<file path="config.mk">
export PLATFORM = sky130hd
export DESIGN_NAME = frontend_top
export DESIGN_NICKNAME = d
export VERILOG_FILES = /design/src/rtl/fe_pkg.sv /design/src/rtl/disp_select.sv /design/src/rtl/frontend_top.sv /design/src/rtl/inst_buffer.sv /design/src/rtl/inst_decode.sv /design/src/rtl/queue_ptr.sv
export VERILOG_INCLUDE_DIRS = /design/src /design/src/rtl
export SDC_FILE = /design/constraint.sdc
export NUM_CORES = 2
export LEC_CHECK = 0
export BUFFER_PORTS_ARGS = -buffer_cell sky130_fd_sc_hd__buf_2
export CAP_MARGIN = 20
export CORE_MARGIN = 1.5
export CORE_UTILIZATION = 55
export CTS_BUF_LIST = sky130_fd_sc_hd__clkbuf_16
export CTS_CLUSTER_DIAMETER = 100
export DETAILED_ROUTE_END_ITERATION = 16
export PLACE_DENSITY_LB_ADDON = 0.08
export SLEW_MARGIN = 0
export SYNTH_ARGS = -nofsm -noshare
export SYNTH_HDL_FRONTEND = slang
export SYNTH_SLANG_ARGS = --single-unit
</file>
<file path="constraint.sdc">
create_clock -name i_clk -period 22.2 [get_ports i_clk]
set_input_delay 2.22 -clock i_clk [delete_from_list [all_inputs] [get_ports i_clk]]
set_output_delay 2.22 -clock i_clk [all_outputs]
set_load 0.005 [all_outputs]
</file>
<file path="src/rtl/fe_cfg.svh">
`ifndef FE_CFG_SVH
`define FE_CFG_SVH

// fetch side
`define FE_FETCH_WORDS 4
`define FE_VADDR_W     32

// blocks held in the instruction buffer
`define FE_BUF_SIZE    4

// dispatch side
`define FE_DISP_SIZE   4

// per-group class limits
`define FE_ARITH_QUOTA 2
`define FE_MEM_QUOTA   1
`define FE_BRU_QUOTA   1

`endif

</file>
<file path="src/rtl/fe_pkg.sv">
`include "fe_cfg.svh"

package fe_pkg;

  typedef enum logic [2:0] {
    ARITH   = 3'd0,
    LD      = 3'd1,
    ST      = 3'd2,
    BR      = 3'd3,
    ILLEGAL = 3'd4
  } inst_cat_t;

  // aligned block from fetch, word 0 in the low data bits
  typedef struct packed {
    logic [`FE_VADDR_W-1:2]        addr;  // word address of word 0
    logic [`FE_FETCH_WORDS*32-1:0] data;
  } fetch_blk_t;

  typedef struct packed {
    logic                   valid;
    logic [31:0]            inst;
    logic [`FE_VADDR_W-1:0] pc;     // byte address
    inst_cat_t              cat;
    logic                   rd_vld;
    logic [4:0]             rd_idx;
    logic                   rs1_vld;
    logic [4:0]             rs1_idx;
    logic                   rs2_vld;
    logic [4:0]             rs2_idx;
  } disp_t;

endpackage

</file>
<file path="src/rtl/disp_select.sv">
`timescale 1ns/1ns
`include "fe_cfg.svh"

module disp_select (
  input  logic [`FE_DISP_SIZE-1:0] i_slot_vld,
  input  fe_pkg::inst_cat_t        i_cat [`FE_DISP_SIZE],
  output logic [`FE_DISP_SIZE-1:0] o_disp_mask
);
  localparam int CNT_W = $clog2(`FE_DISP_SIZE + 1);

  logic [`FE_DISP_SIZE-1:0] w_over;  // slot breaks a quota

  // running class counts, slot k sees slots 0..k
  always_comb begin
    logic [CNT_W-1:0] arith_cnt;
    logic [CNT_W-1:0] mem_cnt;
    logic [CNT_W-1:0] bru_cnt;
    arith_cnt = '0;
    mem_cnt   = '0;
    bru_cnt   = '0;
    for (int k = 0; k < `FE_DISP_SIZE; k++) begin
      case (i_cat[k])
        fe_pkg::LD, fe_pkg::ST: mem_cnt   = mem_cnt + 1'b1;
        fe_pkg::BR:             bru_cnt   = bru_cnt + 1'b1;
        default:                arith_cnt = arith_cnt + 1'b1;  // illegal too
      endcase
      w_over[k] = (arith_cnt > `FE_ARITH_QUOTA) ||
                  (mem_cnt > `FE_MEM_QUOTA) ||
                  (bru_cnt > `FE_BRU_QUOTA);
    end
  end

  always_comb begin
    o_disp_mask[0] = i_slot_vld[0] & ~w_over[0];
    for (int k = 1; k < `FE_DISP_SIZE; k++) begin
      o_disp_mask[k] = o_disp_mask[k-1] & i_slot_vld[k] & ~w_over[k];
    end
  end

  // group is always slots 0..n-1 and only over valid words
  a_prefix : assert property (@(o_disp_mask)
    ((o_disp_mask & (o_disp_mask + 1'b1)) == '0) &&
    ((o_disp_mask & ~i_slot_vld) == '0));

endmodule

</file>
<file path="src/rtl/frontend_top.sv">
`timescale 1ns/1ns
`include "fe_cfg.svh"

module frontend_top (
  input  logic                              i_clk,
  input  logic                              i_reset_n,
  input  logic                              i_fetch_vld,
  input  fe_pkg::fetch_blk_t                i_fetch_blk,
  output logic                              o_fetch_rdy,
  output logic                              o_disp_valid,
  output fe_pkg::disp_t [`FE_DISP_SIZE-1:0] o_disp_group,
  input  logic                              i_disp_ready
);

  inst_buffer u_inst_buffer (
    .i_clk        (i_clk),
    .i_reset_n    (i_reset_n),
    .i_fetch_vld  (i_fetch_vld),
    .i_fetch_blk  (i_fetch_blk),
    .o_fetch_rdy  (o_fetch_rdy),
    .o_disp_valid (o_disp_valid),
    .o_disp_group (o_disp_group),
    .i_disp_ready (i_disp_ready)
  );

endmodule

</file>
<file path="src/rtl/inst_buffer.sv">
`timescale 1ns/1ns
`include "fe_cfg.svh"

module inst_buffer (
  input  logic                              i_clk,
  input  logic                              i_reset_n,
  input  logic                              i_fetch_vld,
  input  fe_pkg::fetch_blk_t                i_fetch_blk,
  output logic                              o_fetch_rdy,
  output logic                              o_disp_valid,
  output fe_pkg::disp_t [`FE_DISP_SIZE-1:0] o_disp_group,
  input  logic                              i_disp_ready
);
  localparam int FW     = `FE_FETCH_WORDS;
  localparam int DW     = `FE_DISP_SIZE;
  localparam int BS     = `FE_BUF_SIZE;
  localparam int POS_W  = $clog2(FW);
  localparam int SUM_W  = POS_W + 1;
  localparam int PTR_W  = $clog2(BS);
  localparam int LEN_W  = $clog2(DW + 1);
  localparam int WIDE_W = 2 * FW;

  fe_pkg::fetch_blk_t r_blk [BS];
  logic [BS-1:0]      r_blk_vld;
  logic [PTR_W-1:0]   w_in_ptr;
  logic [PTR_W-1:0]   w_out_ptr;
  logic [PTR_W-1:0]   w_out_ptr_p1;
  logic               w_fetch_fire;
  logic               w_disp_fire;
  logic               w_pop;

  logic [FW-1:0]      r_issued;     // head block words already sent
  logic [POS_W-1:0]   r_start_pos;  // first unsent word of head block
  logic [WIDE_W-1:0]  w_issued_wide;
  logic               w_head_done;
  logic [LEN_W-1:0]   w_grp_len;
  logic [SUM_W-1:0]   w_pos_next;

  logic [31:0]            w_inst [DW];
  logic [`FE_VADDR_W-1:0] w_pc [DW];
  fe_pkg::inst_cat_t      w_cat [DW];
  logic [DW-1:0]          w_slot_vld;
  logic [DW-1:0]          w_rd_vld;
  logic [DW-1:0]          w_rs1_vld;
  logic [DW-1:0]          w_rs2_vld;
  logic [DW-1:0]          w_disp_mask;

  assign w_fetch_fire = i_fetch_vld & o_fetch_rdy;
  assign w_disp_fire  = o_disp_valid & i_disp_ready;
  assign w_pop        = w_disp_fire & w_head_done;
  assign o_fetch_rdy  = ~(&r_blk_vld);

  queue_ptr #(
    .SIZE (BS)
  ) u_ptr (
    .i_clk     (i_clk),
    .i_reset_n (i_reset_n),
    .i_in_vld  (w_fetch_fire),
    .i_out_vld (w_pop),
    .o_in_ptr  (w_in_ptr),
    .o_out_ptr (w_out_ptr)
  );

  assign w_out_ptr_p1 = (w_out_ptr == PTR_W'(BS - 1)) ? '0 : w_out_ptr + 1'b1;

  always_ff @(posedge i_clk, negedge i_reset_n) begin
    if (!i_reset_n) begin
      r_blk_vld <= '0;
    end else begin
      if (w_fetch_fire) begin
        r_blk_vld[w_in_ptr] <= 1'b1;
      end
      if (w_pop) begin
        r_blk_vld[w_out_ptr] <= 1'b0;  // never the entry being filled
      end
    end
  end

  always_ff @(posedge i_clk) begin
    if (w_fetch_fire) begin
      r_blk[w_in_ptr] <= i_fetch_blk;
    end
  end

  for (genvar k = 0; k < DW; k++) begin : g_slot
    logic [SUM_W-1:0] w_pos;  // msb set once past the head block
    logic [PTR_W-1:0] w_ptr;
    logic [POS_W-1:0] w_word;

    assign w_pos         = {1'b0, r_start_pos} + SUM_W'(k);
    assign w_ptr         = w_pos[POS_W] ? w_out_ptr_p1 : w_out_ptr;
    assign w_word        = w_pos[POS_W-1:0];
    assign w_slot_vld[k] = r_blk_vld[w_ptr];
    assign w_inst[k]     = r_blk[w_ptr].data[32*w_word +: 32];
    assign w_pc[k]       = {r_blk[w_ptr].addr, 2'b00} + (`FE_VADDR_W'(w_word) << 2);

    inst_decode u_dec (
      .i_inst    (w_inst[k]),
      .o_cat     (w_cat[k]),
      .o_rd_vld  (w_rd_vld[k]),
      .o_rs1_vld (w_rs1_vld[k]),
      .o_rs2_vld (w_rs2_vld[k])
    );
  end

  disp_select u_sel (
    .i_slot_vld  (w_slot_vld),
    .i_cat       (w_cat),
    .o_disp_mask (w_disp_mask)
  );

  // low half is the head block, high half the next one
  assign w_issued_wide = {{FW{1'b0}}, r_issued} | (WIDE_W'(w_disp_mask) << r_start_pos);
  assign w_head_done   = &w_issued_wide[FW-1:0];

  always_comb begin
    w_grp_len = '0;
    for (int k = 0; k < DW; k++) begin
      w_grp_len = w_grp_len + LEN_W'(w_disp_mask[k]);
    end
  end

  assign w_pos_next = {1'b0, r_start_pos} + SUM_W'(w_grp_len);

  always_ff @(posedge i_clk, negedge i_reset_n) begin
    if (!i_reset_n) begin
      r_issued    <= '0;
      r_start_pos <= '0;
    end else if (w_disp_fire) begin
      r_issued    <= w_head_done ? w_issued_wide[WIDE_W-1:FW] : w_issued_wide[FW-1:0];
      r_start_pos <= w_pos_next[POS_W-1:0];  // carries into the next block
    end
  end

  assign o_disp_valid = |w_disp_mask;

  always_comb begin
    for (int k = 0; k < DW; k++) begin
      o_disp_group[k] = '0;
      if (w_disp_mask[k]) begin
        o_disp_group[k].valid   = 1'b1;
        o_disp_group[k].inst    = w_inst[k];
        o_disp_group[k].pc      = w_pc[k];
        o_disp_group[k].cat     = w_cat[k];
        o_disp_group[k].rd_vld  = w_rd_vld[k];
        o_disp_group[k].rd_idx  = w_inst[k][11:7];
        o_disp_group[k].rs1_vld = w_rs1_vld[k];
        o_disp_group[k].rs1_idx = w_inst[k][19:15];
        o_disp_group[k].rs2_vld = w_rs2_vld[k];
        o_disp_group[k].rs2_idx = w_inst[k][24:20];
      end
    end
  end

  // pointer from queue_ptr must land on a free entry
  a_push_free : assert property (@(posedge i_clk) disable iff (!i_reset_n)
    w_fetch_fire |-> !r_blk_vld[w_in_ptr]);

  // a stalled group holds until it is taken
  a_stall_hold : assert property (@(posedge i_clk) disable iff (!i_reset_n)
    (o_disp_valid && !i_disp_ready) |=> $stable(o_disp_group));

endmodule

</file>
<file path="src/rtl/inst_decode.sv">
`timescale 1ns/1ns

module inst_decode (
  input  logic [31:0]       i_inst,
  output fe_pkg::inst_cat_t o_cat,
  output logic              o_rd_vld,
  output logic              o_rs1_vld,
  output logic              o_rs2_vld
);
  typedef enum logic [6:0] {
    OPC_LOAD   = 7'b0000011,
    OPC_OP_IMM = 7'b0010011,
    OPC_AUIPC  = 7'b0010111,
    OPC_STORE  = 7'b0100011,
    OPC_OP     = 7'b0110011,
    OPC_LUI    = 7'b0110111,
    OPC_BRANCH = 7'b1100011,
    OPC_JALR   = 7'b1100111,
    OPC_JAL    = 7'b1101111
  } opcode_e;

  opcode_e w_opc;

  assign w_opc = opcode_e'(i_inst[6:0]);

  always_comb begin
    o_cat     = fe_pkg::ILLEGAL;  // unknown opcodes use no registers
    o_rd_vld  = 1'b0;
    o_rs1_vld = 1'b0;
    o_rs2_vld = 1'b0;
    case (w_opc)
      OPC_OP: begin
        o_cat     = fe_pkg::ARITH;
        o_rd_vld  = 1'b1;
        o_rs1_vld = 1'b1;
        o_rs2_vld = 1'b1;
      end
      OPC_OP_IMM, OPC_JALR: begin
        o_cat     = (w_opc == OPC_JALR) ? fe_pkg::BR : fe_pkg::ARITH;
        o_rd_vld  = 1'b1;
        o_rs1_vld = 1'b1;
      end
      OPC_LUI, OPC_AUIPC: begin
        o_cat    = fe_pkg::ARITH;
        o_rd_vld = 1'b1;
      end
      OPC_LOAD: begin
        o_cat     = fe_pkg::LD;
        o_rd_vld  = 1'b1;
        o_rs1_vld = 1'b1;
      end
      OPC_STORE, OPC_BRANCH: begin
        o_cat     = (w_opc == OPC_STORE) ? fe_pkg::ST : fe_pkg::BR;
        o_rs1_vld = 1'b1;
        o_rs2_vld = 1'b1;
      end
      OPC_JAL: begin
        o_cat    = fe_pkg::BR;
        o_rd_vld = 1'b1;
      end
      default: begin
      end
    endcase
  end

endmodule

</file>
<file path="src/rtl/queue_ptr.sv">
`timescale 1ns/1ns

module queue_ptr #(
  parameter int SIZE = 4
) (
  input  logic                    i_clk,
  input  logic                    i_reset_n,
  input  logic                    i_in_vld,
  input  logic                    i_out_vld,
  output logic [$clog2(SIZE)-1:0] o_in_ptr,
  output logic [$clog2(SIZE)-1:0] o_out_ptr
);
  localparam int PTR_W = $clog2(SIZE);
  localparam int CNT_W = PTR_W + 1;

  logic [CNT_W-1:0] r_count;  // entries between out and in

  function automatic logic [PTR_W-1:0] wrap_inc(input logic [PTR_W-1:0] ptr);
    return (ptr == PTR_W'(SIZE - 1)) ? '0 : ptr + 1'b1;
  endfunction

  always_ff @(posedge i_clk, negedge i_reset_n) begin
    if (!i_reset_n) begin
      o_in_ptr  <= '0;
      o_out_ptr <= '0;
      r_count   <= '0;
    end else begin
      if (i_in_vld) begin
        o_in_ptr <= wrap_inc(o_in_ptr);
      end
      if (i_out_vld) begin
        o_out_ptr <= wrap_inc(o_out_ptr);
      end
      r_count <= r_count + CNT_W'(i_in_vld) - CNT_W'(i_out_vld);
    end
  end

  // out may not overtake in, and in may not lap out
  a_no_pass : assert property (@(posedge i_clk) disable iff (!i_reset_n)
    !(i_out_vld && !i_in_vld && r_count == '0) &&
    !(i_in_vld && !i_out_vld && r_count == CNT_W'(SIZE)));

endmodule

</file>
==> results_dict.tcl <==
set metrics [dict create \
    drc 0 \
    yosysTopAreaCellShare_pct 41.3 \
    rows 105 \
    track_usage_pct 37.0 \
    die_w_um 292 \
    cp_max_fo 97 \
    synth_common_cells "nand2_1 (1,125), edfxtp_1 (632), mux4_2 (388), nand3_1 (296), clkbuf_1 (230)" \
    stdcell_area_mm2 0.0508 \
    place_area_mm2 0.0484 \
    crit_path_end_kind "output port" \
    rr_startpoint "u_inst_buffer.u_ptr.o_out_ptr[0]" \
    avgSynthCellArea_um2 10.6 \
    dominantRegCellSynth "edfxtp_1" \
    hold_path.class "reg -> reg" \
    worstHoldStart "u_inst_buffer.r_issued[2]" \
    rsz0062_at_grt "no" \
    cts_hold_buffers 0 \
    fmax_mhz 80.6 \
    clock_path_buffers 3 \
    clk_pin_slew_ps 60 \
    gp_congestion 0.970 \
    num_vias 39700 \
    synth_cell_type_count 101 \
    dr.pass1.iters 7 \
    tns_ps 0 \
    overflow 0 \
    synth_top_area_cell "edfxtp_1" \
    slowest_stage "dfrtp_4" \
    cp-startpoint "u_inst_buffer.u_ptr.o_out_ptr[0]" \
    die_area_mm2 0.0854 \
    hold_depth 2 \
    cts_resized 0 \
    crit_arrival_ps 10180 \
    dp.final_hpwl_um 97800 \
    pre_cts_ws_ps 10740 \
    drt_iter0_drc 5256 \
    layout_min_cycle_time_ps 12400 \
    finClkSkew_ps 37.3 \
    cts_root_buffer "clkbuf_16" \
    grt_max_degree 202 \
    htreeDepth 3 \
    yosys_register_bits 646 \
    start_util_pct 55.8 \
    drt-vias-per-instance 6.97 \
    fin_util_pct 61.7 \
    period_share_pct 55.9 \
    drive_gt1_share_pct 24.7 \
    cp.required_ps 19980 \
    timing.max_cap.violations 0 \
    insertion_delay_ps 660 \
    antenna_left 0 \
    synth.area.top_cells "edfxtp_1 (41%), mux4_2 (19%), nand2_1 (9.2%)" \
    nNetsFinal 4734 \
    slowest_delay_ps 940 \
    wirelength_um 160000 \
    fill_cells 6729 \
    syn_area_mm2 0.0460 \
    cts_tree "built" \
    synthCells 4333 \
    setup-violations-final 0 \
    cts_setup_buffers 0 \
    core_area_mm2 0.0824 \
    pin_count 508 \
    wl_per_cell_um 28.1 \
    die-height_um 292 \
    worstSetupPathType "reg -> out" \
    status "complete, no violations" \
    cts_made_buffers 74 \
    yosysMostFrequentCell "nand2_1" \
    grt_pass1_vias 36600 \
    endpoint "o_disp_group[333]" \
    reg2reg_depth 25 \
    startpoint_type "register" \
    synth.yosys.warnings 0 \
    maxSlewViolCount 0 \
    r2r-end "u_inst_buffer.r_start_pos[1]" \
    synth-async-reset-ratio_pct 2.17 \
    worst_pin_slew_ps 1110 \
    antenna_found_initial 50 \
    ys_seq_area_share_pct 42.0 \
    slew-limit-headroom_pct 26.3 \
    synth-edff-count 632 \
    grt_pass1_wl_um 239000 \
    rrSetupSlack_ps 12300 \
    cp_cell_sequence "buf_4 -> buf_4 -> nand2b_1 -> nand2_8 -> mux4_2 -> a211oi_1 -> nor3_1 -> o21ai_1 -> nor2_1 -> fa_1 -> ha_1 -> o211ai_1 -> or3_4 -> inv_2 -> nand2_1 -> a31oi_1 -> o31a_1 -> o2111a_2 -> nand2_4 -> a211oi_1 -> buf_2" \
    hold_violations 0 \
    cts_sinks 646 \
    port_buffers 499 \
    layout_setup_ws_ps 9800 \
    syn_to_final_growth_pct 10.4 \
]
[worst min path at each step]
stage                                endpoint  slack (ps)
finish              u_inst_buffer.r_issued[2]         580
global route        u_inst_buffer.r_issued[1]         600
CTS                 u_inst_buffer.r_issued[1]         580
detailed placement  u_inst_buffer.r_issued[1]         570
global placement    u_inst_buffer.r_issued[1]         560
floorplan           u_inst_buffer.r_issued[0]         510
[per-layer routing]
layer	vias up	share of wire [%]	track usage, %
met4	34	4.2	17.4
met3	434	12	8.62
met5	-	0.13	0
met2	3006	46	56.0
met1	19500	37	50.8
li1	16800	-	-
[cell usage in the layout (no fill, tap or decap), types with 8 or more instances in the layout]
master	n
fa_1	9
a21oi_1	44
edfxtp_1	632
dfrtp_1	10
o21a_1	13
nand4_1	12
a2111oi_0	8
buf_4	44
and3_1	154
a311oi_1	177
nand2b_1	10
a21o_1	10
o21ai_0	60
inv_1	60
clkinv_1	13
nand2_1	1125
nor3_1	68
xnor2_1	49
and2_1	85
nand3_1	296
buf_2	500
clkinv_2	10
a22oi_1	9
o211ai_1	10
a31oi_1	66
ha_1	28
or3_1	14
xor2_1	58
a211oi_1	46
mux2_2	30
nor2_1	207
conb_1	8
diode_2	33
mux2i_1	61
clkbuf_16	74
nor2b_1	20
mux4_2	388
or2_2	11
[flip-flops by register name (all words and copies together) (netlist names)]
signal                         flops
u_inst_buffer.u_ptr.o_in_ptr       2
u_inst_buffer.r_issued             4
u_inst_buffer.r_start_pos          2
u_inst_buffer.r_blk              632
u_inst_buffer.u_ptr.o_out_ptr      2
u_inst_buffer.r_blk_vld            4
[cell type report]
class,instances,area (µm²),area share [%]
multi-input cells,3217,24500,48.3
clock inverters,59,478,0.941
inverters,44,170,0.335
flip-flops and latches,646,19300,38.1
clock buffers,74,1850,3.65
diodes,33,82.6,0.163
repair buffers,551,2970,5.85
well taps,1070,1340,2.64
[through the flow]
step,cells,hold WS [ps]
after detailed placement,5528,569
after global placement,5527,556
after CTS,5661,576
final,5694,575
after floorplan,4340,514
after global routing,5689,605
[cell families after synthesis]
logic type                 after synthesis  share of synthesized area [%]
AOI/OAI and AO/OA                      518                           8.49
xor gates and xnor gates               108                           2.07
adders and majority gates               38                           1.18
DFF                                    646                           42.0
muxes                                  486                           21.2
other                                    1                        0.00815
buffers and inverters                  477                           4.96
and+or+nand+nor                       2059                           20.0
[worst max-delay path: cells and delay by family (launching register included)]
| family | cells | cell delay, ps |
|---|---|---|
| AO/OA/AOI/OAI | 7 | 2610 |
| adder cells (fa/ha/maj) | 2 | 780 |
| buffers and inverters | 4 | 2010 |
| flip-flops | 1 | 940 |
| multiplexers | 1 | 580 |
| AND/OR/NAND/NOR | 7 | 2510 |
Power is left out: the tool's default activity adds up to more than one toggle a clock period on the data nets, which glitch-free logic cannot reach.
